$ cat config.mk
export PLATFORM = sky130hd
export DESIGN_NAME = opd_emitter
export DESIGN_NICKNAME = d
export VERILOG_FILES = /design/src/rtl/dist_cfg_pkg.sv /design/src/rtl/dist_types_pkg.sv /design/src/rtl/opd_emitter.sv
export SDC_FILE = /design/constraint.sdc
export NUM_CORES = 1
export LEC_CHECK = 0
export BUFFER_PORTS_ARGS = -buffer_cell sky130_fd_sc_hd__buf_4
export CORE_MARGIN = 1.5
export CORE_UTILIZATION = 50
export CTS_CLUSTER_SIZE = 16
export DETAILED_ROUTE_END_ITERATION = 7
export PLACE_DENSITY = 0.71
export SLEW_MARGIN = 0
export SYNTH_ARGS = -nofsm -noshare
export SYNTH_HDL_FRONTEND = slang
export SYNTH_SLANG_ARGS = --single-unit
$ cat constraint.sdc
create_clock -name clk -period 3.52 [get_ports clk]
set_clock_uncertainty 0.1 [all_clocks]
set_input_delay 0.176 -clock clk [delete_from_list [all_inputs] [get_ports clk]]
set_output_delay 0.176 -clock clk [all_outputs]
set_load 0.02 [all_outputs]
$ cat src/rtl/dist_cfg_pkg.sv
/*
 * sizing constants for the response distributor:
 * thread and argument counts, data and mask widths, queue depths
 */
`default_nettype none

package dist_cfg_pkg;

	// thread and argument space
	localparam int NUM_THREADS = 8;
	localparam int NUM_ARGS = 2;

	// one channel per thread and argument (Rs=0, Rt=1)
	localparam int NUM_CH = NUM_THREADS * NUM_ARGS;

	// response data and operand width
	localparam int DATA_W = 64;

	// one enable bit per 32-bit half of an operand
	localparam int MASK_W = 2;

	// queue depths as powers of two
	localparam int RSP_DEPTH_LOG2 = 3;
	localparam int WE_DEPTH_LOG2 = 2;
	localparam int OPD_DEPTH_LOG2 = 2;

endpackage

`default_nettype wire
$ cat src/rtl/dist_types_pkg.sv
/*
 * vector typedefs, port structs and FSM state enums
 * for the response distributor
 */
`default_nettype none

package dist_types_pkg;

	typedef logic [$clog2(dist_cfg_pkg::NUM_THREADS)-1:0] thread_t;

	// thread in the upper bits and argument in bit 0
	typedef logic [$clog2(dist_cfg_pkg::NUM_CH)-1:0] ch_idx_t;

	typedef logic [dist_cfg_pkg::DATA_W-1:0] data_t;
	typedef logic [dist_cfg_pkg::MASK_W-1:0] wmask_t;

	// load/store response
	typedef struct packed {
		thread_t thread;
		logic arg;
		data_t data;
	} rsp_t;

	// word-enable source for one channel
	typedef struct packed {
		wmask_t mask;
		logic vld;
	} we_in_t;

	// operand queue entry
	typedef struct packed {
		data_t data;
		wmask_t mask;
	} opd_t;

	// operand register file port
	typedef struct packed {
		data_t data;
		wmask_t wr;
	} opd_out_t;

	// receive FSM shared by response and mask receivers
	typedef enum logic [1:0] {
		IDLE,
		RECV,
		STALL
	} rx_state_t;

	typedef enum logic {
		EMIT_IDLE,
		EMIT_BUSY
	} emit_state_t;

endpackage

`default_nettype wire

$ cat src/rtl/opd_emitter.sv
/*
 * operand queue and output FSM for one channel,
 * output held until the register file is ready
 */
`timescale 1ns/1ps
`default_nettype none

module opd_emitter (
	input wire logic clk,
	input wire logic nrst,
	input wire logic i_push,
	input wire dist_types_pkg::opd_t i_opd,
	output logic o_stall,
	output logic o_busy,
	output dist_types_pkg::opd_out_t o_opd,
	input wire logic i_opd_rdy
);

	dist_types_pkg::opd_t mem [2**dist_cfg_pkg::OPD_DEPTH_LOG2];

	logic [dist_cfg_pkg::OPD_DEPTH_LOG2:0] wp;
	logic [dist_cfg_pkg::OPD_DEPTH_LOG2:0] rp;
	logic [dist_cfg_pkg::OPD_DEPTH_LOG2:0] used;
	logic empty;
	logic load;
	dist_types_pkg::opd_t head;
	dist_types_pkg::data_t out_data;
	dist_types_pkg::wmask_t out_wr;
	dist_types_pkg::emit_state_t state;

	assign used = wp - rp;
	assign empty = (wp == rp);
	assign head = mem[rp[dist_cfg_pkg::OPD_DEPTH_LOG2-1:0]];

	assign o_stall = used[dist_cfg_pkg::OPD_DEPTH_LOG2] ||
		(&used[dist_cfg_pkg::OPD_DEPTH_LOG2-1:0]);
	assign o_busy = (state != dist_types_pkg::EMIT_IDLE) || !empty;

	// next entry goes out when idle, or when the current one is taken
	assign load = !empty && (state == dist_types_pkg::EMIT_IDLE || i_opd_rdy);

	always_ff @(posedge clk or negedge nrst)
	begin
		if (!nrst)
			wp <= '0;
		else if (i_push)
			wp <= wp + 1'b1;
	end

	always_ff @(posedge clk)
	begin
		if (i_push)
			mem[wp[dist_cfg_pkg::OPD_DEPTH_LOG2-1:0]] <= i_opd;
		if (load)
			out_data <= head.data;
	end

	always_ff @(posedge clk or negedge nrst)
	begin
		if (!nrst)
		begin
			rp <= '0;
			out_wr <= '0;
			state <= dist_types_pkg::EMIT_IDLE;
		end
		else if (load)
		begin
			rp <= rp + 1'b1;
			out_wr <= head.mask;
			state <= dist_types_pkg::EMIT_BUSY;
		end
		else if (state == dist_types_pkg::EMIT_BUSY && i_opd_rdy)
		begin
			// taken and queue is empty
			out_wr <= '0;
			state <= dist_types_pkg::EMIT_IDLE;
		end
	end

	assign o_opd = '{data: out_data, wr: out_wr};

endmodule

`default_nettype wire

==> metrics.csv <==
metric,value,unit
ff2ff_path_depth,6,
synth.avg_cell_area,25.9,sq um
start_kind,flip-flop,
synth_cells,465,
worstPathRequired,3.65,ns
synthToLayoutAreaGrowth,26.2,%
drive_gt1_share,37.0,%
synth_nets,543,
final_util,64.4,%
criticalPathCategory,flip-flop to flip-flop,
cts_resized,0,
worst_slew_pin_slew,1.10,ns
ys_warn_count,0,
gp_congestion,0.731,
p_leak,5.26,nW
grt_setup_unrepaired,no,
holdWs,0.312,ns
met1_length,8870,um
route.vias.total,5466,
htreeDepth,2,
nets,775,
dpl-instance-area,0.0134,sq mm
r2r_end,out_data[37],
clock-sinks,337,
syn_area,0.0120,sq mm
grt_overflow,0,
met2WireLength,10900,um
cp.arrival,2.85,ns
grt_pass1_vias,5779,
dp_slack,0.762,ns
synth-seq-cells,337,
cts_tree,done,
routed_wl,21500,um
path_depth,6,
clkTransAtPathRegs,0.06,ns
p_per_area,871,mW/mm^2
final_common_cell,edfxtp_1,
worst_slew_margin_rel,26.7,%
wl_per_cell,20.7,um
pin_count,138,
rows,56,
crit_path_start,wp[0],
mostFrequentLayoutCells,"edfxtp_1 (328), buf_4 (140), dlygate4sd3_1 (70)",
hpwlAfterDp,11700,um
hp-class,input pin to flip-flop,
outcome,finished clean,
final.min_clock_period,2.72,ns
numPortBuffers,137,
via_per_inst,5.26,
max_freq,0.367,GHz
clk_latency,0.50,ns
slowest_stage,clkinv_2,
critical-path-max-stage-delay,0.60,ns
post_cts_buffers,0,
cap_violations,0,
cp_max_fo,34,
max-vdd-ir-drop,0.000657,V
hold_viol,0,
end_kind,flip-flop,
power,13.2,mW
ys_seq_area_share,83.8,%
grt_max_degree,69,
whs_path_depth,2,
die_x,158,um
detail_route.iter0.violations,320,
final.setup.worst_slack,0.797,ns
grtUsageTotal,17.7,%
reg2reg_setup_slack,0.80,ns
path_delay_family,buffers and inverters,
cts_buffer_depth,3,
ys_types,25,
slew_viol_final,0,
grt_pass1_wl,32300,um
postRouteAntennaNets,0,
die_y,158,um
coreArea,0.0235,sq mm
wl_met3,1330,um
highest_layer,met4,
drc,0,
drt-pass1-iter-count,4,
cts_inserted_buffers,35,
antenna_found_initial,0,
final_cell_area,0.0152,sq mm
path_cells,inv_1 -> ha_1 -> nand2_1 -> o21ai_2 -> clkinv_2 -> buf_12,
min_from,i_opd[51],
post-route-period-util,77.4,%
setup_tns,0,ns
r2r-start,wp[0],
setup_viol,0,
n_antenna_cell,0,
hold-path-endpoint,mem[2][51],
fill_cells,1631,
dieArea,0.0250,sq mm
cts_root_buf,clkbuf_16,
placedCellCount,909,
start_util,51.1,%
crit_buf_inv,3,
fin_cells,1040,
==> layer usage <==
metal / track usage (%) / vias up
met5: 0 / -
met4: 5.43 / 0
met3: 3.48 / 41
met2: 29.8 / 172
met1: 23.4 / 2827
li1: - / 2426
==> worst max-delay path by stage <==
stage / end / slack (ns)
floorplan: out_data[0] / 0.25
global placement: out_wr[0] / 0.77
detailed placement: out_wr[0] / 0.76
CTS: out_wr[0] / 0.76
global route: out_wr[0] / 0.60
finish: out_data[37] / 0.80
==> power breakdown <==
part           switching [mW]  internal (mW)  total (mW)
sequential              0.349           5.79        6.13
combinational            2.07           1.59        3.65
clock                    1.43           1.99        3.42
total                    3.85           9.36        13.2
==> area by class of cell <==
type | instances | area [sq um] | share of cell area (%)
clock buffer | 42 | 945 | 6.23
clock inverter | 19 | 126 | 0.833
inverter | 9 | 35.0 | 0.231
multi-input combinational | 103 | 1810 | 11.9
sequential | 337 | 10100 | 66.5
tap | 319 | 399 | 2.63
timing repair buffer | 211 | 1770 | 11.7
==> state kept, by name, indices dropped and copies added (netlist names) <==
signal,count
wp,3
out_wr,2
mem,264
out_data,64
rp,3
state,1
==> cells in the mapped netlist <==
| library cell | number | area share [%] |
|---|---|---|
| and2_1 | 4 | 0.21 |
| buf_2 | 6 | 0.25 |
| buf_4 | 1 | 0.062 |
| buf_6 | 1 | 0.094 |
| buf_8 | 3 | 0.37 |
| clkbuf_1 | 4 | 0.12 |
| clkbuf_2 | 1 | 0.042 |
| dfrtp_1 | 9 | 1.9 |
| edfxtp_1 | 328 | 82 |
| fa_1 | 1 | 0.17 |
| ha_1 | 7 | 0.73 |
| inv_1 | 9 | 0.28 |
| mux2_4 | 1 | 0.12 |
| mux4_2 | 66 | 12 |
| nand2_1 | 6 | 0.19 |
| nand2b_1 | 3 | 0.16 |
| nor2_1 | 1 | 0.031 |
| o211ai_1 | 1 | 0.062 |
| o21ai_0 | 2 | 0.083 |
| o21ai_2 | 1 | 0.073 |
| o221ai_1 | 2 | 0.15 |
| o32a_1 | 2 | 0.17 |
| xnor2_1 | 2 | 0.15 |
| xor2_1 | 3 | 0.22 |
| xor2_2 | 1 | 0.14 |
==> kinds of logic (layout without fill, tap and decap cells) <==
family                     count (synthesis)  count (layout)  synth area share, %
adders and majority gates                  8               8                0.895
and+or+nand+nor                           14              14                0.583
buffers and inverters                     25             281                 1.23
muxes                                     67              67                 12.5
DFF                                      337             337                 83.8
xor gates and xnor gates                   6               6                0.500
AOI/OAI and AO/OA                          8               8                0.531
==> timing repair <==
item,in CTS,in global routing
endpoints found under the hold margin,277,0
endpoints found under the setup margin,0,0
hold buffers,70,0
(Power assumes the default switching activity.)
