<file path="config.mk">
export PLATFORM = sky130hd
export DESIGN_NAME = we_receiver
export DESIGN_NICKNAME = d
export VERILOG_FILES = /design/src/rtl/dist_cfg_pkg.sv /design/src/rtl/dist_types_pkg.sv /design/src/rtl/we_receiver.sv
export SDC_FILE = /design/constraint.sdc
export NUM_CORES = 1
export LEC_CHECK = 0
export BUFFER_PORTS_ARGS = -buffer_cell sky130_fd_sc_hd__clkbuf_2
export CAP_MARGIN = 20
export CELL_PAD_IN_SITES_DETAIL_PLACEMENT = 0
export CELL_PAD_IN_SITES_GLOBAL_PLACEMENT = 1
export CORE_AREA = 3 3 46 48
export CTS_CLUSTER_SIZE = 14
export DETAILED_ROUTE_END_ITERATION = 8
export DIE_AREA = 0 0 49 51
export GPL_TIMING_DRIVEN = 0
export PLACE_DENSITY = 0.89
export SLEW_MARGIN = 30
export SYNTH_ARGS = -nofsm -noshare
export SYNTH_HDL_FRONTEND = slang
export SYNTH_SLANG_ARGS = --single-unit
</file>
<file path="constraint.sdc">
create_clock -name clk -period 4.4 [get_ports clk]
set_input_delay 1.32 -clock clk [delete_from_list [all_inputs] [get_ports clk]]
set_output_delay 1.32 -clock clk [all_outputs]
set_load 0.03 [all_outputs]
</file>
<file path="src/rtl/dist_cfg_pkg.sv">
/*
 * sizing constants for the response distributor:
 * thread and argument counts, data and mask widths, queue depths
 */
`default_nettype none

package dist_cfg_pkg;

	// thread and argument space
	localparam int NUM_THREADS = 8;
	localparam int NUM_ARGS = 2;

	// one channel per thread and argument (Rs=0, Rt=1)
	localparam int NUM_CH = NUM_THREADS * NUM_ARGS;

	// response data and operand width
	localparam int DATA_W = 64;

	// one enable bit per 32-bit half of an operand
	localparam int MASK_W = 2;

	// queue depths as powers of two
	localparam int RSP_DEPTH_LOG2 = 3;
	localparam int WE_DEPTH_LOG2 = 2;
	localparam int OPD_DEPTH_LOG2 = 2;

endpackage

`default_nettype wire
</file>
<file path="src/rtl/dist_types_pkg.sv">
/*
 * vector typedefs, port structs and FSM state enums
 * for the response distributor
 */
`default_nettype none

package dist_types_pkg;

	typedef logic [$clog2(dist_cfg_pkg::NUM_THREADS)-1:0] thread_t;

	// thread in the upper bits and argument in bit 0
	typedef logic [$clog2(dist_cfg_pkg::NUM_CH)-1:0] ch_idx_t;

	typedef logic [dist_cfg_pkg::DATA_W-1:0] data_t;
	typedef logic [dist_cfg_pkg::MASK_W-1:0] wmask_t;

	// load/store response
	typedef struct packed {
		thread_t thread;
		logic arg;
		data_t data;
	} rsp_t;

	// word-enable source for one channel
	typedef struct packed {
		wmask_t mask;
		logic vld;
	} we_in_t;

	// operand queue entry
	typedef struct packed {
		data_t data;
		wmask_t mask;
	} opd_t;

	// operand register file port
	typedef struct packed {
		data_t data;
		wmask_t wr;
	} opd_out_t;

	// receive FSM shared by response and mask receivers
	typedef enum logic [1:0] {
		IDLE,
		RECV,
		STALL
	} rx_state_t;

	typedef enum logic {
		EMIT_IDLE,
		EMIT_BUSY
	} emit_state_t;

endpackage

`default_nettype wire

</file>
<file path="src/rtl/we_receiver.sv">
/*
 * word-enable mask receive FSM and mask queue for one channel
 */
`timescale 1ns/1ps
`default_nettype none

module we_receiver (
	input wire logic clk,
	input wire logic nrst,
	input wire dist_types_pkg::we_in_t i_we,
	output logic o_we_rd,
	input wire logic i_pop,
	input wire logic i_flush,
	output dist_types_pkg::wmask_t o_head,
	output logic o_empty,
	output logic o_busy
);

	dist_types_pkg::wmask_t mem [2**dist_cfg_pkg::WE_DEPTH_LOG2];

	logic [dist_cfg_pkg::WE_DEPTH_LOG2:0] wp;
	logic [dist_cfg_pkg::WE_DEPTH_LOG2:0] rp;
	logic [dist_cfg_pkg::WE_DEPTH_LOG2:0] used;
	logic stall;
	dist_types_pkg::rx_state_t state;

	assign used = wp - rp;
	assign stall = used[dist_cfg_pkg::WE_DEPTH_LOG2] ||
		(&used[dist_cfg_pkg::WE_DEPTH_LOG2-1:0]);

	assign o_empty = (wp == rp);
	assign o_busy = (state != dist_types_pkg::IDLE);
	assign o_head = mem[rp[dist_cfg_pkg::WE_DEPTH_LOG2-1:0]];

	always_ff @(posedge clk or negedge nrst)
	begin
		if (!nrst)
		begin
			wp <= '0;
			o_we_rd <= 1'b0;
			state <= dist_types_pkg::IDLE;
		end
		else
		begin
			case (state)
				dist_types_pkg::RECV:
				begin
					if (i_we.vld)
						wp <= wp + 1'b1;
					if (stall)
					begin
						o_we_rd <= 1'b0;
						state <= dist_types_pkg::STALL;
					end
					if (!i_we.vld)
					begin
						o_we_rd <= 1'b0;
						state <= dist_types_pkg::IDLE;
					end
				end
				dist_types_pkg::STALL:
				begin
					if (!stall)
					begin
						o_we_rd <= 1'b1;
						state <= dist_types_pkg::RECV;
					end
				end
				default:
				begin
					if (i_we.vld)
					begin
						o_we_rd <= 1'b1;
						state <= dist_types_pkg::RECV;
					end
				end
			endcase
		end
	end

	always_ff @(posedge clk)
	begin
		if (state == dist_types_pkg::RECV && i_we.vld)
			mem[wp[dist_cfg_pkg::WE_DEPTH_LOG2-1:0]] <= i_we.mask;
	end

	always_ff @(posedge clk or negedge nrst)
	begin
		if (!nrst)
			rp <= '0;
		else if (i_flush)
			rp <= wp;
		else if (i_pop)
			rp <= rp + 1'b1;
	end

endmodule

`default_nettype wire

</file>
==> impl_metrics.env <==
export IMPL_area_growth_pct=13.7
export IMPL_grt_pass1_wl_um=2240
export IMPL_fin_setup_tns_ns=0
export IMPL_seq_area_frac_synth=0.534
export IMPL_grt_start_max_net_pins=10
export IMPL_ioPinCount=12
export IMPL_ys_seq_elements=16
export IMPL_num_rows=15
export IMPL_viasPerCell=4.51
export IMPL_worstHoldPathCells=1
export IMPL_drcViolationCount=0
export IMPL_hold_path_class="reg -> reg"
export IMPL_leakagePower_uw=0.000420
export IMPL_cts_root_buf="clkbuf_4"
export IMPL_die_width_um=49
export IMPL_r2r_end="state[0]"
export IMPL_pre_cts_ws_ns=1.87
export IMPL_crit_type="reg -> out"
export IMPL_yosys_warnings=0
export IMPL_cp_start_kind="flop"
export IMPL_cts_setup_buffers=0
export IMPL_rr_startpoint="wp[0]"
export IMPL_min_from="wp[2]"
export IMPL_drt_iter0_markers=3
export IMPL_synth_area_top_cells="edfxtp_1 (29%), dfrtp_1 (24%), ha_1 (11%)"
export IMPL_cts_tree="yes"
export IMPL_min_period_over_period=0.641
export IMPL_p_total_uw=659
export IMPL_rsz0062_at_grt="false"
export IMPL_wirelength_um=1270
export IMPL_fin_area_um2=937
export IMPL_clock_sinks=16
export IMPL_place_inst=98
export IMPL_clkLatencyLatePin_ns=0.27
export IMPL_crit_path_end_kind="output port"
export IMPL_cap_viol_max_count=0
export IMPL_status="completed"
export IMPL_finalNetCount=93
export IMPL_clk_path_buf_depth=2
export IMPL_fin_cells=102
export IMPL_ff2ff_path_depth=7
export IMPL_skew_ns=0.00471
export IMPL_dp_hpwl_um=972
export IMPL_syn_inst=62
export IMPL_crit_required_ns=3.08
export IMPL_period_minus_slack_ns=2.82
export IMPL_clkTransAtPathRegs_ns=0.09
export IMPL_rrSetupSlack_ns=2.62
export IMPL_vias=460
export IMPL_grt_pass1_vias=482
export IMPL_overflow=0
export IMPL_ant_nets=0
export IMPL_drt_pre_antenna_iters=2
export IMPL_port_buffers=11
export IMPL_gp_congestion=0.691
export IMPL_synth_fp_nets=77
export IMPL_yosysUniqueCellTypes=21
export IMPL_grt_usage=0.118
export IMPL_diodes=0
export IMPL_cts_repair_resized=0
export IMPL_h_tree_depth=1
export IMPL_ir_worst_vdd_v=0.000358
export IMPL_fp_dieH_um=51
export IMPL_yosysTopAreaCell="edfxtp_1"
export IMPL_synth_avg_cell_area_um2=13.3
export IMPL_hold_violations=0
export IMPL_worstPathMaxFanout=5
export IMPL_die_area_um2=2500
export IMPL_p_per_area_nw_per_um2=703
export IMPL_setup_ws_ns=1.58
export IMPL_min_to="wp[2]"
export IMPL_clock_fmax_mhz=355
export IMPL_max_slew_margin=0.822
export IMPL_drive_gt1_frac=0.260
export IMPL_initial_utilization=0.472
export IMPL_tightest_slew_ns=0.267
export IMPL_cts_buffers=3
export IMPL_syn_area_um2=825
export IMPL_placed_cell_area_um2=911
export IMPL_synth_top_area_frac=0.291
export IMPL_core_area_um2=1750
export IMPL_cp_arrival_ns=1.50
export IMPL_antenna_found_initial=0
export IMPL_maxSlewViolCount=0
export IMPL_finalSetupViolCount=0
export IMPL_avgRoutedWirePerCell_um=12.4
export IMPL_holdBufCountCts=0
==> how the worst max path moves through the flow <==
stage | start | end | slack, ns
2_1_floorplan | wp[0] | o_empty | 2.02
3_3_place_gp | rp[0] | o_head[0] | 1.89
3_5_place_dp | rp[0] | o_head[1] | 1.87
4_1_cts | rp[0] | o_head[1] | 1.56
5_1_grt | wp[0] | o_empty | 1.50
6_report | rp[0] | o_head[1] | 1.58
==> state kept, by name, summed over array words and instances (netlist names) <==
register and cells:
wp 3, state 2, mem 8, rp 3
==> layer usage <==
metal	routed length, um	GRT usage
met4	0	0.0142
met2	617	0.213
met1	596	0.148
met5	0	0
met3	55	0.0292
==> cells in the mapped netlist <==
cell type,instances
and2_1,4
a21oi_1,1
or2_2,1
ha_1,7
fa_1,1
o22a_2,1
dfrtp_1,8
o21ai_0,4
a21oi_2,1
nand2_1,6
inv_1,6
and3_1,1
buf_2,1
o22ai_1,1
and3b_1,1
xnor2_1,4
edfxtp_1,8
xor2_1,2
xnor3_1,1
mux2i_1,1
mux4_2,2
==> stage by stage <==
stage | utilization | hold WS (ns)
2_1_floorplan | - | 0.498
3_3_place_gp | 0.522 | 0.535
3_5_place_dp | 0.522 | 0.550
4_1_cts | 0.537 | 0.564
5_1_grt | 0.537 | 0.595
6_report | 0.537 | 0.555
==> critical path: stages, from the launching register on <==
cell and delay (ns):
dfrtp_1 0.50, mux4_2 0.54, clkbuf_2 0.19
==> final cells by class <==
type,count,area (um^2)
Timing Repair Buffer,11,55.1
Multi-Input combinational cell,39,357
Tap cell,25,31.3
Buffer,1,5.00
Fill cell,152,808
Inverter,6,22.5
Sequential cell,16,440
Clock buffer,4,26.3
==> where the power goes <==
group          internal (uW)  switching (uW)  total (uW)
clock                   35.0            42.4        77.4
combinational            151             171         322
sequential               202            57.7         260
total                    388             271         659
==> cell families (layout without fill, tap and decap cells) <==
kind of cell,Yosys count,count (layout),synth area share
DFF,16,16,0.534
and+or+nand+nor,13,13,0.0835
buffers and inverters,7,22,0.0334
muxes,3,3,0.0668
AOI/OAI and AO/OA,8,8,0.0607
xor gates and xnor gates,7,7,0.0910
adders and majority gates,8,8,0.130
==> layout by cell type (no fill, tap or decap), drive strengths merged, types with 2 or more instances in the layout <==
cell type	netlist	routed
edfxtp	8	8
xnor2	4	4
mux4	2	2
ha	7	7
a21oi	2	2
clkbuf	0	15
inv	6	6
dfrtp	8	8
and2	4	4
xor2	2	2
o21ai	4	4
nand2	6	6
(Power assumes the default switching activity.)
