`src/rtl/dist_cfg_pkg.sv`:
```
/*
 * sizing constants for the response distributor:
 * thread and argument counts, data and mask widths, queue depths
 */
`default_nettype none

package dist_cfg_pkg;

	// thread and argument space
	localparam int NUM_THREADS = 8;
	localparam int NUM_ARGS = 2;

	// one channel per thread and argument (Rs=0, Rt=1)
	localparam int NUM_CH = NUM_THREADS * NUM_ARGS;

	// response data and operand width
	localparam int DATA_W = 64;

	// one enable bit per 32-bit half of an operand
	localparam int MASK_W = 2;

	// queue depths as powers of two
	localparam int RSP_DEPTH_LOG2 = 3;
	localparam int WE_DEPTH_LOG2 = 2;
	localparam int OPD_DEPTH_LOG2 = 2;

endpackage

`default_nettype wire
```
`src/rtl/dist_types_pkg.sv`:
```
/*
 * vector typedefs, port structs and FSM state enums
 * for the response distributor
 */
`default_nettype none

package dist_types_pkg;

	typedef logic [$clog2(dist_cfg_pkg::NUM_THREADS)-1:0] thread_t;

	// thread in the upper bits and argument in bit 0
	typedef logic [$clog2(dist_cfg_pkg::NUM_CH)-1:0] ch_idx_t;

	typedef logic [dist_cfg_pkg::DATA_W-1:0] data_t;
	typedef logic [dist_cfg_pkg::MASK_W-1:0] wmask_t;

	// load/store response
	typedef struct packed {
		thread_t thread;
		logic arg;
		data_t data;
	} rsp_t;

	// word-enable source for one channel
	typedef struct packed {
		wmask_t mask;
		logic vld;
	} we_in_t;

	// operand queue entry
	typedef struct packed {
		data_t data;
		wmask_t mask;
	} opd_t;

	// operand register file port
	typedef struct packed {
		data_t data;
		wmask_t wr;
	} opd_out_t;

	// receive FSM shared by response and mask receivers
	typedef enum logic [1:0] {
		IDLE,
		RECV,
		STALL
	} rx_state_t;

	typedef enum logic {
		EMIT_IDLE,
		EMIT_BUSY
	} emit_state_t;

endpackage

`default_nettype wire

```
`src/rtl/opd_dispatcher.sv`:
```
/*
 * routes the head response and its channel mask to an operand queue,
 * holds the sticky error flush and forms the busy flag
 */
`timescale 1ns/1ps
`default_nettype none

module opd_dispatcher (
	input wire logic clk,
	input wire logic nrst,
	input wire logic i_err_flush,
	// response queue
	input wire dist_types_pkg::rsp_t i_rsp_head,
	input wire logic i_rsp_empty,
	input wire logic i_rsp_busy,
	output logic o_rsp_pop,
	// mask queues
	input wire dist_types_pkg::wmask_t [dist_cfg_pkg::NUM_CH-1:0] i_we_head,
	input wire logic [dist_cfg_pkg::NUM_CH-1:0] i_we_empty,
	input wire logic [dist_cfg_pkg::NUM_CH-1:0] i_we_busy,
	output logic [dist_cfg_pkg::NUM_CH-1:0] o_we_pop,
	// operand emitters
	input wire logic [dist_cfg_pkg::NUM_CH-1:0] i_opd_stall,
	input wire logic [dist_cfg_pkg::NUM_CH-1:0] i_opd_busy,
	output logic [dist_cfg_pkg::NUM_CH-1:0] o_push,
	output dist_types_pkg::opd_t o_push_opd,
	// control
	output logic o_flush,
	output logic o_busy
);

	dist_types_pkg::ch_idx_t sel;
	logic go;
	logic flush_q;
	logic rx_idle;

	// channel of the response at the queue head
	assign sel = {i_rsp_head.thread, i_rsp_head.arg};

	// response, mask and operand slot all present for that channel
	assign go = !i_rsp_empty && !i_we_empty[sel] && !i_opd_stall[sel] && !o_flush;

	assign o_rsp_pop = go;
	assign o_push_opd = '{data: i_rsp_head.data, mask: i_we_head[sel]};

	always_comb
	begin
		o_push = '0;
		o_we_pop = '0;
		if (go)
		begin
			o_push[sel] = 1'b1;
			o_we_pop[sel] = 1'b1;
		end
	end

	// nothing left on the receive side
	assign rx_idle = i_rsp_empty && !i_rsp_busy && (&i_we_empty) && !(|i_we_busy);

	assign o_flush = i_err_flush || flush_q;

	// sticky flush holds until the receive side has drained
	always_ff @(posedge clk or negedge nrst)
	begin
		if (!nrst)
			flush_q <= 1'b0;
		else if (o_flush)
			flush_q <= !rx_idle;
	end

	assign o_busy = !rx_idle || (|i_opd_busy) || flush_q;

endmodule

`default_nettype wire

```
`config.mk`:
```
export PLATFORM = sky130hd
export DESIGN_NAME = opd_dispatcher
export DESIGN_NICKNAME = d
export VERILOG_FILES = /design/src/rtl/dist_cfg_pkg.sv /design/src/rtl/dist_types_pkg.sv /design/src/rtl/opd_dispatcher.sv
export SDC_FILE = /design/constraint.sdc
export NUM_CORES = 1
export LEC_CHECK = 0
export CORE_AREA = 3 3 103 105
export DETAILED_ROUTE_END_ITERATION = 7
export DIE_AREA = 0 0 106 108
export DONT_BUFFER_PORTS = 1
export PLACE_DENSITY = 0.3
export SLEW_MARGIN = 20
export SYNTH_ARGS = -nofsm -noshare
export SYNTH_HDL_FRONTEND = slang
export SYNTH_SLANG_ARGS = --single-unit
```
`constraint.sdc`:
```
create_clock -name clk -period 6.6 [get_ports clk]
set_input_delay 1.32 -clock clk [delete_from_list [all_inputs] [get_ports clk]]
set_output_delay 1.32 -clock clk [all_outputs]
set_load 0.02 [all_outputs]
```
==> flow_summary.yaml, run 1 <==
run_status:
  status: "completed"
finish:
  drive_above_1_share: 0.310
  nets: 271
  reg_top3: "flush_q x1"
  antenna_cells: 0
  regMostFlops: "flush_q"
  syn_to_final_growth_pct: -25.9
  largest_reg_flops: 1
  final_area_um2: 1030
clock_tree:
  insertion_delay_ns: 0
  cts.repair.resized: 0
  clk_pin_slew_ns: 0
  postCtsSetupBuffers: 0
  hold_buffers: 0
logic_synthesis:
  synth_top_area_cell: "buf_4"
  synth_top_cell_area_share: 0.430
  synth_seq_cells: 1
  yosysWarnings: 0
  ys_seq_area_frac: 0.0179
  synth_cell_type_count: 33
  syn_nets: 346
  synthesis.area_um2: 1400
  synthCells: 177
  syn_area_per_cell_um2: 7.89
  synth_area_leaders: "buf_4 43%, mux4_2 21%, nor4_1 6.3%"
placement:
  hpwl_um: 4620
  placed_cell_area_um2: 1030
  routabilityCongestion: 0.698
  portBuffers: 0
global_route:
  grt_usage: 0.0783
  antenna_found_initial: 0
  grt_pass1_vias: 993
  use_met3: 0.0179
  grt_util_met1: 0.0906
  grt_use_met2: 0.149
  top_usage_layer: "met2"
  grt_pass1_wl_um: 6580
  grt_max_degree: 22
  grt_overflow: 0
setup_path:
  worstSetupStartpointType: "input port"
  path_max_fanout: 21
  reg2reg_depth: 2
  slowest_stage: "nor4_2"
  cpPeakStageDelay_ns: 1.01
  arrival_ns: 3.66
  reg2reg_to: "flush_q$_DFFE_PN0P_"
  cp.required_ns: 5.28
  ff2ff_setup_slack_ns: 5.89
  rr_startpoint: "flush_q$_DFFE_PN0P_"
  path_class: "in -> out"
  crit_path_end_kind: "output pin"
  crit_chain: "or3_1 -> o211a_1 -> or4_1 -> nor4_2"
sta:
  finalCriticalPeriod_ns: 4.98
  fin_skew_ns: 0
  timing.fmax_mhz: 201
  finalCritPeriodShare: 0.754
  worst_pin_slew_ns: 1.04
  hold_viol: 0
  drv_slew: 0
  fin_tns_setup_ns: 0
  setup_viol: 0
  relSlewSlack: 0.303
  rsz0062_at_grt: "no"
die:
  initial_core_util: 0.144
  coreArea_um2: 9730
  chipHeight_um: 108
  dieArea_um2: 11400
  rows: 36
  ios: 270
  die_w_um: 106
routing:
  drc: 0
  antenna_left: 0
  wl_per_cell_um: 22.4
  first_pass_iters: 4
  routed_wl_um: 5220
  vias_per_cell: 4.35
  vias: 1014
  dr.first_iter.drc_count: 54
hold_path:
  hold_depth: 2
  worstHoldPathType: "reg -> reg"
  hold_end: "flush_q$_DFFE_PN0P_"
  worstHoldStart: "flush_q$_DFFE_PN0P_"
run:
  maxCapViolCount: 0
pwr:
  pwr_density_cell_nw_per_um2: 41.9
  leakagePower_nw: 0.260
  finalPower_uw: 43.3
  max-vdd-ir-drop_mv: 0.0112
final cells by class:
cell class                      count  area (µm²)
Timing Repair Buffer               10        75.1
Multi-Input combinational cell     87         761
Sequential cell                     1        25.0
Fill cell                        1157        8690
Tap cell                          133         166
Inverter                            2        7.51
critical path, delay by kind of cell:
kind | cells | cell delay (ns)
AO/OA/AOI/OAI | 1 | 0.15
AND/OR/NAND/NOR | 3 | 2.18
metal layers:
metal  part of all wire  up-vias  wire, µm
met5                  0        -         0
met4              0.016        0        82
met3               0.11       10       564
met2               0.54      116      2800
met1               0.34      476      1770
li1                   -      412         -
where the power goes:
group / internal [mW] / total, mW / switching [mW]
sequential: 0.00624 / 0.00624 / 0.00000000000101
clock: 0 / 0 / 0
combinational: 0.0196 / 0.0371 / 0.0175
total: 0.0258 / 0.0433 / 0.0175
cell usage after synthesis:
| cell type | number |
|---|---|
| and3_1 | 1 |
| or2_2 | 1 |
| nand2b_1 | 2 |
| nor4_1 | 14 |
| o21ai_0 | 1 |
| mux2i_1 | 1 |
| o211a_1 | 1 |
| nand2_1 | 5 |
| nand4b_1 | 1 |
| a211oi_1 | 2 |
| a2111oi_0 | 1 |
| nor3b_1 | 1 |
| a31o_2 | 1 |
| nor2b_1 | 2 |
| nor3_1 | 12 |
| buf_2 | 5 |
| dfrtp_1 | 1 |
| nand4_1 | 5 |
| buf_4 | 80 |
| buf_6 | 1 |
| nor4b_1 | 1 |
| o21ai_1 | 1 |
| or3_1 | 1 |
| mux4_2 | 13 |
| a31oi_1 | 1 |
| and3b_1 | 1 |
| or3b_1 | 1 |
| nand3_1 | 1 |
| nor2_1 | 13 |
| clkbuf_1 | 1 |
| a2bb2oi_1 | 1 |
| inv_1 | 2 |
| or4_1 | 2 |
metrics by stage:
step,hold slack (ns),worst slack [ns],util,instances
after CTS,0.589,1.58,0.106,233
after global routing,0.613,1.53,0.106,233
final,0.575,1.62,0.106,233
after floorplan,0.527,1.84,-,177
after global placement,0.608,1.59,0.106,233
after detailed placement,0.587,1.59,0.106,233
cell usage in the layout (no fill, tap or decap), drive strengths merged:
cell type / synthesis / layout
or4: 2 / 2
nand4: 5 / 5
o21ai: 2 / 2
or2: 1 / 1
a31oi: 1 / 1
buf: 86 / 10
mux4: 13 / 13
nor4: 14 / 14
o211a: 1 / 1
and3b: 1 / 1
nand4b: 1 / 1
or3: 1 / 1
nor3: 12 / 12
nand2b: 2 / 2
nand2: 5 / 5
dfrtp: 1 / 1
nor2b: 2 / 2
a2bb2oi: 1 / 1
inv: 2 / 2
a2111oi: 1 / 1
nor4b: 1 / 1
or3b: 1 / 1
and3: 1 / 1
nor3b: 1 / 1
nand3: 1 / 1
mux2i: 1 / 1
nor2: 13 / 13
a31o: 1 / 1
a211oi: 2 / 2
cells by family (layout without fill, tap and decap cells):
| logic type | Yosys count | after routing | share of synthesized area |
|---|---|---|---|
| AOI/OAI and AO/OA | 9 | 9 | 0.0484 |
| buffers and inverters | 89 | 12 | 0.464 |
| DFF | 1 | 1 | 0.0179 |
| muxes | 14 | 14 | 0.217 |
| and+or+nand+nor | 64 | 64 | 0.253 |
worst max path at each step:
stage	start	endpoint	slack, ns	depth (start not counted)
3_3_place_gp	i_rsp_head[64]	o_we_pop[10]	1.59	4
5_1_grt	i_rsp_head[64]	o_push[10]	1.53	4
4_1_cts	i_rsp_head[64]	o_we_pop[10]	1.58	4
2_1_floorplan	i_rsp_head[64]	o_we_pop[10]	1.84	6
6_report	i_rsp_head[64]	o_push[10]	1.62	4
3_5_place_dp	i_rsp_head[64]	o_we_pop[10]	1.59	4
Power figures use the tool's default switching activity.
==> run 2: changes to the inputs <==
clock period = 4.68 ns   (was 6.6 ns; I/O delays follow)
==> run 2 against run 1 <==
  * Worst hold slack better by 0.011 ns
  * First-iteration DRC count down 41%
  * Sequential share of layout area decreased by 0.12 points
  * Combinational power rose by 38%
  * Sequential power grew 41%
  * Cell area up 5.1%
  * Sequential cell count unchanged
  * Core utilization increased by 0.54 points
  * Final cell count is 3.0% higher
  * Global-route usage grew 0.24 points
  * Clock skew stayed put
  * Critical path type unchanged
==> flow_summary.yaml, run 2 (synthesis gave the netlist of run 1 again) <==
run_status:
  status: "completed"
sta:
  timing.fmax_mhz: 264
  setup_viol: 0
  whs_ns: 0.586
  fin_ws_ns: 0.894
  worst_pin_slew_ns: 0.915
  finalCritPeriodShare: 0.809
  drv_slew: 0
  hold_viol: 0
  finalCriticalPeriod_ns: 3.79
  rsz0062_at_grt: "no"
  fin_tns_setup_ns: 0
  relSlewSlack: 0.383
  fin_skew_ns: 0
setup_path:
  path_class: "in -> out"
  arrival_ns: 2.85
  crit_path_end_kind: "output pin"
  worstSetupStartpointType: "input port"
  cp.required_ns: 3.74
  ff2ff_setup_slack_ns: 3.97
  path_max_fanout: 21
finish:
  layout_commonest_cell: "buf_4"
  regMostFlops: "flush_q"
  largest_reg_flops: 1
  syn_to_final_growth_pct: -22.1
  antenna_cells: 0
  nets: 278
  mostFrequentLayoutCells: "17 x buf_4, 13 x nor2_1, 13 x mux4_2"
  final_core_util: 0.112
  reg_top3: "flush_q x1"
  drive_above_1_share: 0.355
hold_path:
  worstHoldPathType: "reg -> reg"
die:
  rows: 36
  coreArea_um2: 9730
  chipHeight_um: 108
  initial_core_util: 0.144
  die_w_um: 106
  dieArea_um2: 11400
  ios: 270
routing:
  first_pass_iters: 4
  wl_per_cell_um: 21.7
  drc: 0
  routed_wl_um: 5210
  dr.first_iter.drc_count: 32
  antenna_left: 0
  vias: 1001
  vias_per_cell: 4.17
pwr:
  pwr_density_cell_nw_per_um2: 55.2
  power_switching_uw: 23.6
  max-vdd-ir-drop_mv: 0.0211
  finalPower_uw: 60.0
  swShare: 0.394
  leakagePower_nw: 0.298
  clock_power_share: 0
  p_int_uw: 36.4
  pwr-share-comb: 0.853
  seq_power_share: 0.147
clock_tree:
  insertion_delay_ns: 0
  postCtsSetupBuffers: 0
  clk_pin_slew_ns: 0
  cts.repair.resized: 0
  hold_buffers: 0
global_route:
  grt_max_degree: 22
  grt_usage: 0.0806
  grt_pass1_wl_um: 6870
  grt_pass1_vias: 1036
  antenna_found_initial: 0
  grt_overflow: 0
placement:
  dp_slack_ns: 0.908
  hpwl_um: 4610
  routabilityCongestion: 0.715
  portBuffers: 0
run:
  maxCapViolCount: 0
## run 2: cell types whose count changed in the layout (fill, tap and decap cells not counted), sizes merged
| cell | delta |
|---|---|
| buf | +7 |
## run 2: power groups by stage
stage               clock network, mW  logic [mW]  registers [mW]
floorplan                           0       0.127         0.00881
global placement                    0      0.0523         0.00881
detailed placement                  0      0.0524         0.00881
CTS                                 0      0.0523         0.00881
global route                        0      0.0555         0.00881
finish                              0      0.0512         0.00881
## run 2: worst max-delay path: stages
cell and delay, ns:
or3_1 0.39, o211a_1 0.15, or4_1 0.76, nor4_2 0.38, buf_4 0.23
## run 2: final timing paths
path	endpoint	depth (start not counted)	startpoint
min in group asynchronous	flush_q$_DFFE_PN0P_	0	nrst
max in group asynchronous	flush_q$_DFFE_PN0P_	0	nrst
worst max-delay path	o_we_pop[6]	5	i_rsp_head[64]
worst min register to register	flush_q$_DFFE_PN0P_	2	flush_q$_DFFE_PN0P_
worst min-delay path	flush_q$_DFFE_PN0P_	2	flush_q$_DFFE_PN0P_
worst max register to register	flush_q$_DFFE_PN0P_	2	flush_q$_DFFE_PN0P_
## run 2: layout make-up
type                       count  area, µm²
inverter                       2       7.51
sequential                     1       25.0
timing repair buffer          17        128
tap                          133        166
multi-input combinational     87        761
fill                        1160       8640
## run 2: per-layer routing
| metal | GRT usage | routed length, µm |
|---|---|---|
| met5 | 0 | 0 |
| met4 | 0.0120 | 82 |
| met3 | 0.0137 | 474 |
| met2 | 0.157 | 2810 |
| met1 | 0.0942 | 1840 |
## run 2: through the flow
step | cells | cell area, µm²
after floorplan | 177 | 1400
after global placement | 240 | 1090
after detailed placement | 240 | 1090
after CTS | 240 | 1090
after global routing | 240 | 1090
final | 240 | 1090
