===== src/rtl/dist_cfg_pkg.sv =====
/*
 * sizing constants for the response distributor:
 * thread and argument counts, data and mask widths, queue depths
 */
`default_nettype none

package dist_cfg_pkg;

	// thread and argument space
	localparam int NUM_THREADS = 8;
	localparam int NUM_ARGS = 2;

	// one channel per thread and argument (Rs=0, Rt=1)
	localparam int NUM_CH = NUM_THREADS * NUM_ARGS;

	// response data and operand width
	localparam int DATA_W = 64;

	// one enable bit per 32-bit half of an operand
	localparam int MASK_W = 2;

	// queue depths as powers of two
	localparam int RSP_DEPTH_LOG2 = 3;
	localparam int WE_DEPTH_LOG2 = 2;
	localparam int OPD_DEPTH_LOG2 = 2;

endpackage

`default_nettype wire

===== src/rtl/dist_types_pkg.sv =====
/*
 * vector typedefs, port structs and FSM state enums
 * for the response distributor
 */
`default_nettype none

package dist_types_pkg;

	typedef logic [$clog2(dist_cfg_pkg::NUM_THREADS)-1:0] thread_t;

	// thread in the upper bits and argument in bit 0
	typedef logic [$clog2(dist_cfg_pkg::NUM_CH)-1:0] ch_idx_t;

	typedef logic [dist_cfg_pkg::DATA_W-1:0] data_t;
	typedef logic [dist_cfg_pkg::MASK_W-1:0] wmask_t;

	// load/store response
	typedef struct packed {
		thread_t thread;
		logic arg;
		data_t data;
	} rsp_t;

	// word-enable source for one channel
	typedef struct packed {
		wmask_t mask;
		logic vld;
	} we_in_t;

	// operand queue entry
	typedef struct packed {
		data_t data;
		wmask_t mask;
	} opd_t;

	// operand register file port
	typedef struct packed {
		data_t data;
		wmask_t wr;
	} opd_out_t;

	// receive FSM shared by response and mask receivers
	typedef enum logic [1:0] {
		IDLE,
		RECV,
		STALL
	} rx_state_t;

	typedef enum logic {
		EMIT_IDLE,
		EMIT_BUSY
	} emit_state_t;

endpackage

`default_nettype wire


===== src/rtl/rsp_receiver.sv =====
/*
 * load/store response receive FSM and response queue
 */
`timescale 1ns/1ps
`default_nettype none

module rsp_receiver (
	input wire logic clk,
	input wire logic nrst,
	input wire logic i_rrs_vld,
	input wire dist_types_pkg::rsp_t i_rrs,
	output logic o_rrs_rd,
	input wire logic i_pop,
	input wire logic i_flush,
	output dist_types_pkg::rsp_t o_head,
	output logic o_empty,
	output logic o_busy
);

	dist_types_pkg::rsp_t mem [2**dist_cfg_pkg::RSP_DEPTH_LOG2];

	// pointers carry an extra wrap bit
	logic [dist_cfg_pkg::RSP_DEPTH_LOG2:0] wp;
	logic [dist_cfg_pkg::RSP_DEPTH_LOG2:0] rp;
	logic [dist_cfg_pkg::RSP_DEPTH_LOG2:0] used;
	logic stall;
	dist_types_pkg::rx_state_t state;

	assign used = wp - rp;

	// full or only one slot left
	assign stall = used[dist_cfg_pkg::RSP_DEPTH_LOG2] ||
		(&used[dist_cfg_pkg::RSP_DEPTH_LOG2-1:0]);

	assign o_empty = (wp == rp);
	assign o_busy = (state != dist_types_pkg::IDLE);
	assign o_head = mem[rp[dist_cfg_pkg::RSP_DEPTH_LOG2-1:0]];

	always_ff @(posedge clk or negedge nrst)
	begin
		if (!nrst)
		begin
			wp <= '0;
			o_rrs_rd <= 1'b0;
			state <= dist_types_pkg::IDLE;
		end
		else
		begin
			case (state)
				dist_types_pkg::RECV:
				begin
					if (i_rrs_vld)
						wp <= wp + 1'b1;
					if (stall)
					begin
						o_rrs_rd <= 1'b0;
						state <= dist_types_pkg::STALL;
					end
					// an idle source takes precedence over stall
					if (!i_rrs_vld)
					begin
						o_rrs_rd <= 1'b0;
						state <= dist_types_pkg::IDLE;
					end
				end
				dist_types_pkg::STALL:
				begin
					if (!stall)
					begin
						o_rrs_rd <= 1'b1;
						state <= dist_types_pkg::RECV;
					end
				end
				default:
				begin
					if (i_rrs_vld)
					begin
						o_rrs_rd <= 1'b1;
						state <= dist_types_pkg::RECV;
					end
				end
			endcase
		end
	end

	always_ff @(posedge clk)
	begin
		if (state == dist_types_pkg::RECV && i_rrs_vld)
			mem[wp[dist_cfg_pkg::RSP_DEPTH_LOG2-1:0]] <= i_rrs;
	end

	// flush drops everything queued so far
	always_ff @(posedge clk or negedge nrst)
	begin
		if (!nrst)
			rp <= '0;
		else if (i_flush)
			rp <= wp;
		else if (i_pop)
			rp <= rp + 1'b1;
	end

endmodule

`default_nettype wire


===== config.mk =====
export PLATFORM = sky130hd
export DESIGN_NAME = rsp_receiver
export DESIGN_NICKNAME = d
export VERILOG_FILES = /design/src/rtl/dist_cfg_pkg.sv /design/src/rtl/dist_types_pkg.sv /design/src/rtl/rsp_receiver.sv
export SDC_FILE = /design/constraint.sdc
export NUM_CORES = 1
export LEC_CHECK = 0
export ABC_CLOCK_PERIOD_IN_PS = 18230
export BUFFER_PORTS_ARGS = -buffer_cell sky130_fd_sc_hd__buf_2
export CORE_ASPECT_RATIO = 1.25
export CORE_UTILIZATION = 55
export DETAILED_ROUTE_END_ITERATION = 6
export PLACE_DENSITY = 0.86
export SLEW_MARGIN = 20
export SYNTH_ARGS = -nofsm -noshare
export SYNTH_HDL_FRONTEND = slang
export SYNTH_SLANG_ARGS = --single-unit

===== constraint.sdc =====
create_clock -name clk -period 18.23 [get_ports clk]
set_input_delay 2.7345 -clock clk [delete_from_list [all_inputs] [get_ports clk]]
set_output_delay 2.7345 -clock clk [all_outputs]
set_load 0.05 [all_outputs]

==> results of run 1 <==
## cell usage in the layout (no fill, tap or decap), types with 7 or more instances in the layout
master     netlist  layout
edfxtp_1       544     544
buf_2           16     143
clkbuf_16        0      49
nand2_1        215     215
clkinv_2         0       9
mux4_2         136     136
clkinv_1         0      11
dfrtp_1         10       7
clkbuf_1        12       8
buf_4            0      15
## cells by family (layout without fill, tap and decap cells)
logic type / after synthesis / in the layout / synth area share
flip-flops: 554 / 554 / 0.784
AND/OR/NAND/NOR: 239 / 239 / 0.0445
multiplexers: 138 / 138 / 0.146
buffers and inverters: 53 / 248 / 0.0153
AO/OA/AOI/OAI: 9 / 9 / 0.00331
XOR/XNOR: 7 / 7 / 0.00290
adder cells (fa/ha/maj): 6 / 6 / 0.00390
other: 0 / 6 / 0
## worst max-delay path: cells and delay by family (launching register included)
kind,cells,cell delay (ns)
buf+inv,2,1.13
flops,1,1.12
mux,1,0.62
simple gates,2,0.21
## routing by layer
metal	share of wire	GRT usage
met1	0.38	0.288
met2	0.52	0.389
met3	0.062	0.0423
met4	0.032	0.102
met5	0.0017	0
## stage by stage
| stage | cell area, µm² | total power [mW] |
|---|---|---|
| after floorplan | 21200 | 2.64 |
| after global placement | 22300 | 2.93 |
| after detailed placement | 22300 | 2.96 |
| after CTS | 23800 | 3.95 |
| after global routing | 23900 | 4.06 |
| final | 23900 | 3.92 |
## state kept, by name, summed over array words and instances, names as in the netlist
| register | flops |
|---|---|
| rp | 4 |
| wp | 4 |
| mem | 544 |
| state | 2 |
## final cells by class
class	count	area, µm²	share of cell area
Multi-Input combinational cell	399	4290	0.180
Sequential cell	554	16600	0.696
Clock inverter	27	233	0.00976
Antenna cell	6	15.0	0.000629
Timing Repair Buffer	158	828	0.0347
Inverter	5	18.8	0.000787
Tap cell	486	608	0.0255
Clock buffer	58	1270	0.0532
## power by group
part           leakage, nW  total (mW)  switching (mW)  internal, mW
sequential            5.03        1.60          0.0902          1.51
clock                0.743       0.986           0.433         0.552
combinational         2.26        1.33           0.911         0.419
total                 8.03        3.92            1.43          2.48
## final timing paths
kind                       cells past startpoint              start  slack (ns)              endpoint
setup / recovery                               5  rp[0]$_DFFE_PN0P_       11.81            o_head[41]
hold / removal                                 1  wp[3]$_DFFE_PN0P_        0.55     wp[3]$_DFFE_PN0P_
setup reg to reg                               7  rp[0]$_DFFE_PN0P_       15.08  state[0]$_DFFE_PN0P_
hold reg to reg                                1  wp[3]$_DFFE_PN0P_        0.55     wp[3]$_DFFE_PN0P_
max in group asynchronous                      1               nrst       15.98     rp[0]$_DFFE_PN0P_
min in group asynchronous                      1               nrst        2.03     wp[0]$_DFFE_PN0P_
==> impl_metrics.ini, run 1 <==
[outcome]
status = complete, no violations

[worst_hold_path]
hp-class = reg -> reg

[logic_synthesis]
yosysMostFrequentCell = edfxtp_1
synth_common_cells = edfxtp_1 (544), nand2_1 (215), mux4_2 (136), buf_2 (16), buf_6 (14)
synthFlopType = edfxtp_1
ys_seq_elements = 554
synth.yosys.seq_area_share = 0.784
synth.avg_cell_area_um2 = 21.0
synth_cells = 1006
syn_area_mm2 = 0.0212
yosys_warnings = 0
synth_top_area_cell = edfxtp_1
yosysUniqueCellTypes = 33
yosysTopAreaCellShare = 0.772
ys_top_cells_by_area = edfxtp_1 (77%), mux4_2 (14%), nand2_1 (3.8%)
async_reset_ff_frac = 0.0181
synth.net_count = 1085
synth_edf_count = 544

[grt]
grt-ovfl-total = 0
first_global_vias = 10983
grt_max_degree = 76
gr-usage-all-layers = 0.230
grt_pass1_wl_um = 65700
antenna_found_initial = 13

[critical_path]
cp.required_ns = 15.50
worstPathCellList = buf_4 > mux4_2 > nand2_1 > nand2_1 > buf_2
worstSetupStartpointType = flip-flop
crit_top_cell = nand2_1
path_class = reg -> out
cp_max_fo = 51
cpMaxStageDelayCell = dfrtp_4
cp.arrival_ns = 3.69
worst_setup_path_end_kind = output pin
critPathMaxStageDelay_ns = 1.12

[route]
routed_wl_um = 44000
drtIter0Drc = 920
avgRoutedWirePerCell_um = 26.0
first_pass_iters = 5
vias_per_cell = 6.01
final_antenna_net_count = 0
drc = 0
vias = 10172

[timing]
maxSlewHeadroom = 0.252
tns_ns = 0
fin_crit_sh = 0.352
max_slew.worst_pin.slew_ns = 1.12
finalHoldViolCount = 0
finClkSkew_ns = 0.0107
holdWs_ns = 0.551
final.setup.worst_slack_ns = 11.81
fin_crit_ns = 6.42
setup_violations = 0
slew_violations = 0
rsz0062_at_grt = false
fmax_mhz = 156

[die]
dieArea_mm2 = 0.0392
fp.dieH_um = 221
placementRows = 79
die_x_um = 177
initial_core_util = 0.563
io_pins = 144
coreArea_mm2 = 0.0376

[power]
irDropWorstVdd_v = 0.000106
powerDensity_mw_per_mm2 = 164
power.leakage_nw = 8.03

[clock_tree]
cts_buffer_depth = 3
insertion_delay_ns = 0.56
numCtsBuffers = 49
cts_root_buffer = clkbuf_16
clkSinkCount = 554
postCtsHoldBufs = 0
cts_tree = yes
path_clk_slew_ns = 0.06
post_cts_resized = 0
cts_setup_buffers = 0
htree_levels = 2

[placement]
place_inst = 1602
place_congestion = 0.799
dpl.hpwl_um = 22700
numPortBuffers = 143
place_ws_ns = 12.31

[final_layout]
area_delta_synth_final_pct = 12.8
fillers = 2393
layout-drive-gt1-share = 0.314
fin_nets = 1246
finalCoreUtilization = 0.635
fin_cells = 1693

[flow_run]
maxCapViolations = 0
(Power assumes the default switching activity.)
==> run 2, diff against run 1 <==
--- a/config.mk
+++ b/config.mk
@@ -5,7 +5,7 @@
 export SDC_FILE = /design/constraint.sdc
 export NUM_CORES = 1
 export LEC_CHECK = 0
-export ABC_CLOCK_PERIOD_IN_PS = 18230
+export ABC_CLOCK_PERIOD_IN_PS = 6100
 export BUFFER_PORTS_ARGS = -buffer_cell sky130_fd_sc_hd__buf_2
 export CORE_ASPECT_RATIO = 1.25
 export CORE_UTILIZATION = 55
==> constraint.sdc (replaced) <==
create_clock -name clk -period 6.1 [get_ports clk]
set_input_delay 0.915 -clock clk [delete_from_list [all_inputs] [get_ports clk]]
set_output_delay 0.915 -clock clk [all_outputs]
set_load 0.05 [all_outputs]
==> run 2 against run 1 <==
  * Combinational power rose to 2.9 times the previous value
  * Worst setup slack worse by 9.9 ns
  * Flip-flop and latch count unchanged
  * Critical path depth unchanged
  * Hold slack worse by 0.34 ns
  * First-iteration DRC count up 10%
  * Largest cell class unchanged
  * Clock-buffer cell count up 2
  * Global-route usage up 0.72 points
  * Critical endpoint is now o_head[34]
  * Final cell count up 0.12%
==> impl_metrics.ini, run 2 (synthesis gave the netlist of run 1 again) <==
[route]
drc = 0
first_pass_iters = 5
final_antenna_net_count = 0
drtIter0Drc = 1012
routed_wl_um = 45100
vias_per_cell = 6.08
avgRoutedWirePerCell_um = 26.6
vias = 10308

[die]
coreArea_mm2 = 0.0376
placementRows = 79
dieArea_mm2 = 0.0392
io_pins = 144
fp.dieH_um = 221
die_x_um = 177
initial_core_util = 0.563

[critical_path]
critical-path-top-delay-family = buffers and inverters
reg2reg_setup_slack_ns = 2.81
crit_buf_inv = 3
worstSetupStartpointType = flip-flop
cp.required_ns = 5.18
path_class = reg -> out
worstPathCellList = inv_2 > buf_4 > nand2_1 > nand2_1 > buf_2
cp_max_fo = 70
worst_setup_path_end_kind = output pin
cp.arrival_ns = 3.30
crit_top_cell = nand2_1
critPathMaxStageDelay_ns = 0.86
cpMaxStageDelayCell = inv_2

[grt]
grt-ovfl-total = 0
grt_max_degree = 71
grt_pass1_wl_um = 67100
gr-usage-all-layers = 0.237
antenna_found_initial = 8
first_global_vias = 10947

[placement]
place_congestion = 0.793
dpl.hpwl_um = 24200
place_inst = 1605
numPortBuffers = 143

[power]
totalPowerFinal_mw = 11.8
power.leakage_nw = 8.06
irDropWorstVdd_v = 0.000293
powerDensity_mw_per_mm2 = 493

[worst_hold_path]
hp-class = in -> async

[clock_tree]
post_cts_resized = 0
cts_buffer_depth = 3
cts_setup_buffers = 0
postCtsHoldBufs = 0
insertion_delay_ns = 0.55
clkSinkCount = 554
cts_root_buffer = clkbuf_16
numCtsBuffers = 48
htree_levels = 2
path_clk_slew_ns = 0.07
cts_tree = yes

[timing]
holdWs_ns = 0.212
fin_crit_ns = 4.21
fin_crit_sh = 0.690
finClkSkew_ns = 0.0168
max_slew.worst_pin.slew_ns = 1.10
rsz0062_at_grt = false
maxSlewHeadroom = 0.265
finalHoldViolCount = 0
setup_violations = 0
slew_violations = 0
fmax_mhz = 237

[final_layout]
fin_nets = 1248
mostFrequentLayoutCells = edfxtp_1 (544), nand2_1 (215), buf_2 (143)
fin_cells = 1695
layout-drive-gt1-share = 0.313
fillers = 2416
area_delta_synth_final_pct = 13.3
layout_commonest_cell = edfxtp_1
largest_register_ff_count = 544

[outcome]
status = complete, no violations

[flow_run]
maxCapViolations = 0
run 2: changes by cell type in the layout (fill, tap and decap cells not counted), moves of 2 or more:
cell and delta:
buf_12 +2, clkbuf_1 +3, clkinvlp_4 +2, clkinv_2 -5
inv_6 -2, bufinv_16 +2
run 2: layout make-up:
class / count / area (µm²) / area share
clock buffers: 60 / 1270 / 0.0529
well taps: 486 / 608 / 0.0254
repair buffers: 161 / 876 / 0.0366
multi-input cells: 399 / 4300 / 0.180
inverters: 5 / 18.8 / 0.000783
diodes: 5 / 12.5 / 0.000522
clock inverters: 25 / 274 / 0.0114
flip-flops and latches: 554 / 16600 / 0.693
run 2: path summary, 6_finish.rpt:
path,start,end,depth (start not counted)
max reg2reg,rp[2]$_DFFE_PN0P_,state[0]$_DFFE_PN0P_,5
max,rp[2]$_DFFE_PN0P_,o_head[34],5
min,nrst,state[0]$_DFFE_PN0P_,1
max in group asynchronous,nrst,rp[0]$_DFFE_PN0P_,1
min in group clk,wp[3]$_DFFE_PN0P_,wp[3]$_DFFE_PN0P_,1
min reg2reg,wp[3]$_DFFE_PN0P_,wp[3]$_DFFE_PN0P_,1
run 2: metal layers:
layer / GRT usage / part of all wire
met4: 0.131 / 0.048
met5: 0 / 0.00091
met1: 0.282 / 0.35
met3: 0.0402 / 0.063
met2: 0.408 / 0.54
run 2: power by group:
part | internal [mW] | switching (mW) | total (mW) | leakage (nW)
Combinational | 1.26 | 2.65 | 3.92 | 2.29
Sequential | 4.51 | 0.370 | 4.88 | 5.03
Clock | 1.73 | 1.29 | 3.02 | 0.743
run 2: through the flow:
| stage | utilization | setup slack [ns] | setup TNS [ns] | cell area (µm²) |
|---|---|---|---|---|
| final | 0.638 | 1.89 | 0 | 24000 |
| after global placement | 0.596 | 2.53 | 0 | 22400 |
| after CTS | 0.638 | 1.83 | 0 | 23900 |
| after detailed placement | 0.596 | 2.46 | 0 | 22400 |
| after floorplan | - | -0.555 | -113.17 | 21200 |
| after global routing | 0.638 | 1.76 | 0 | 24000 |
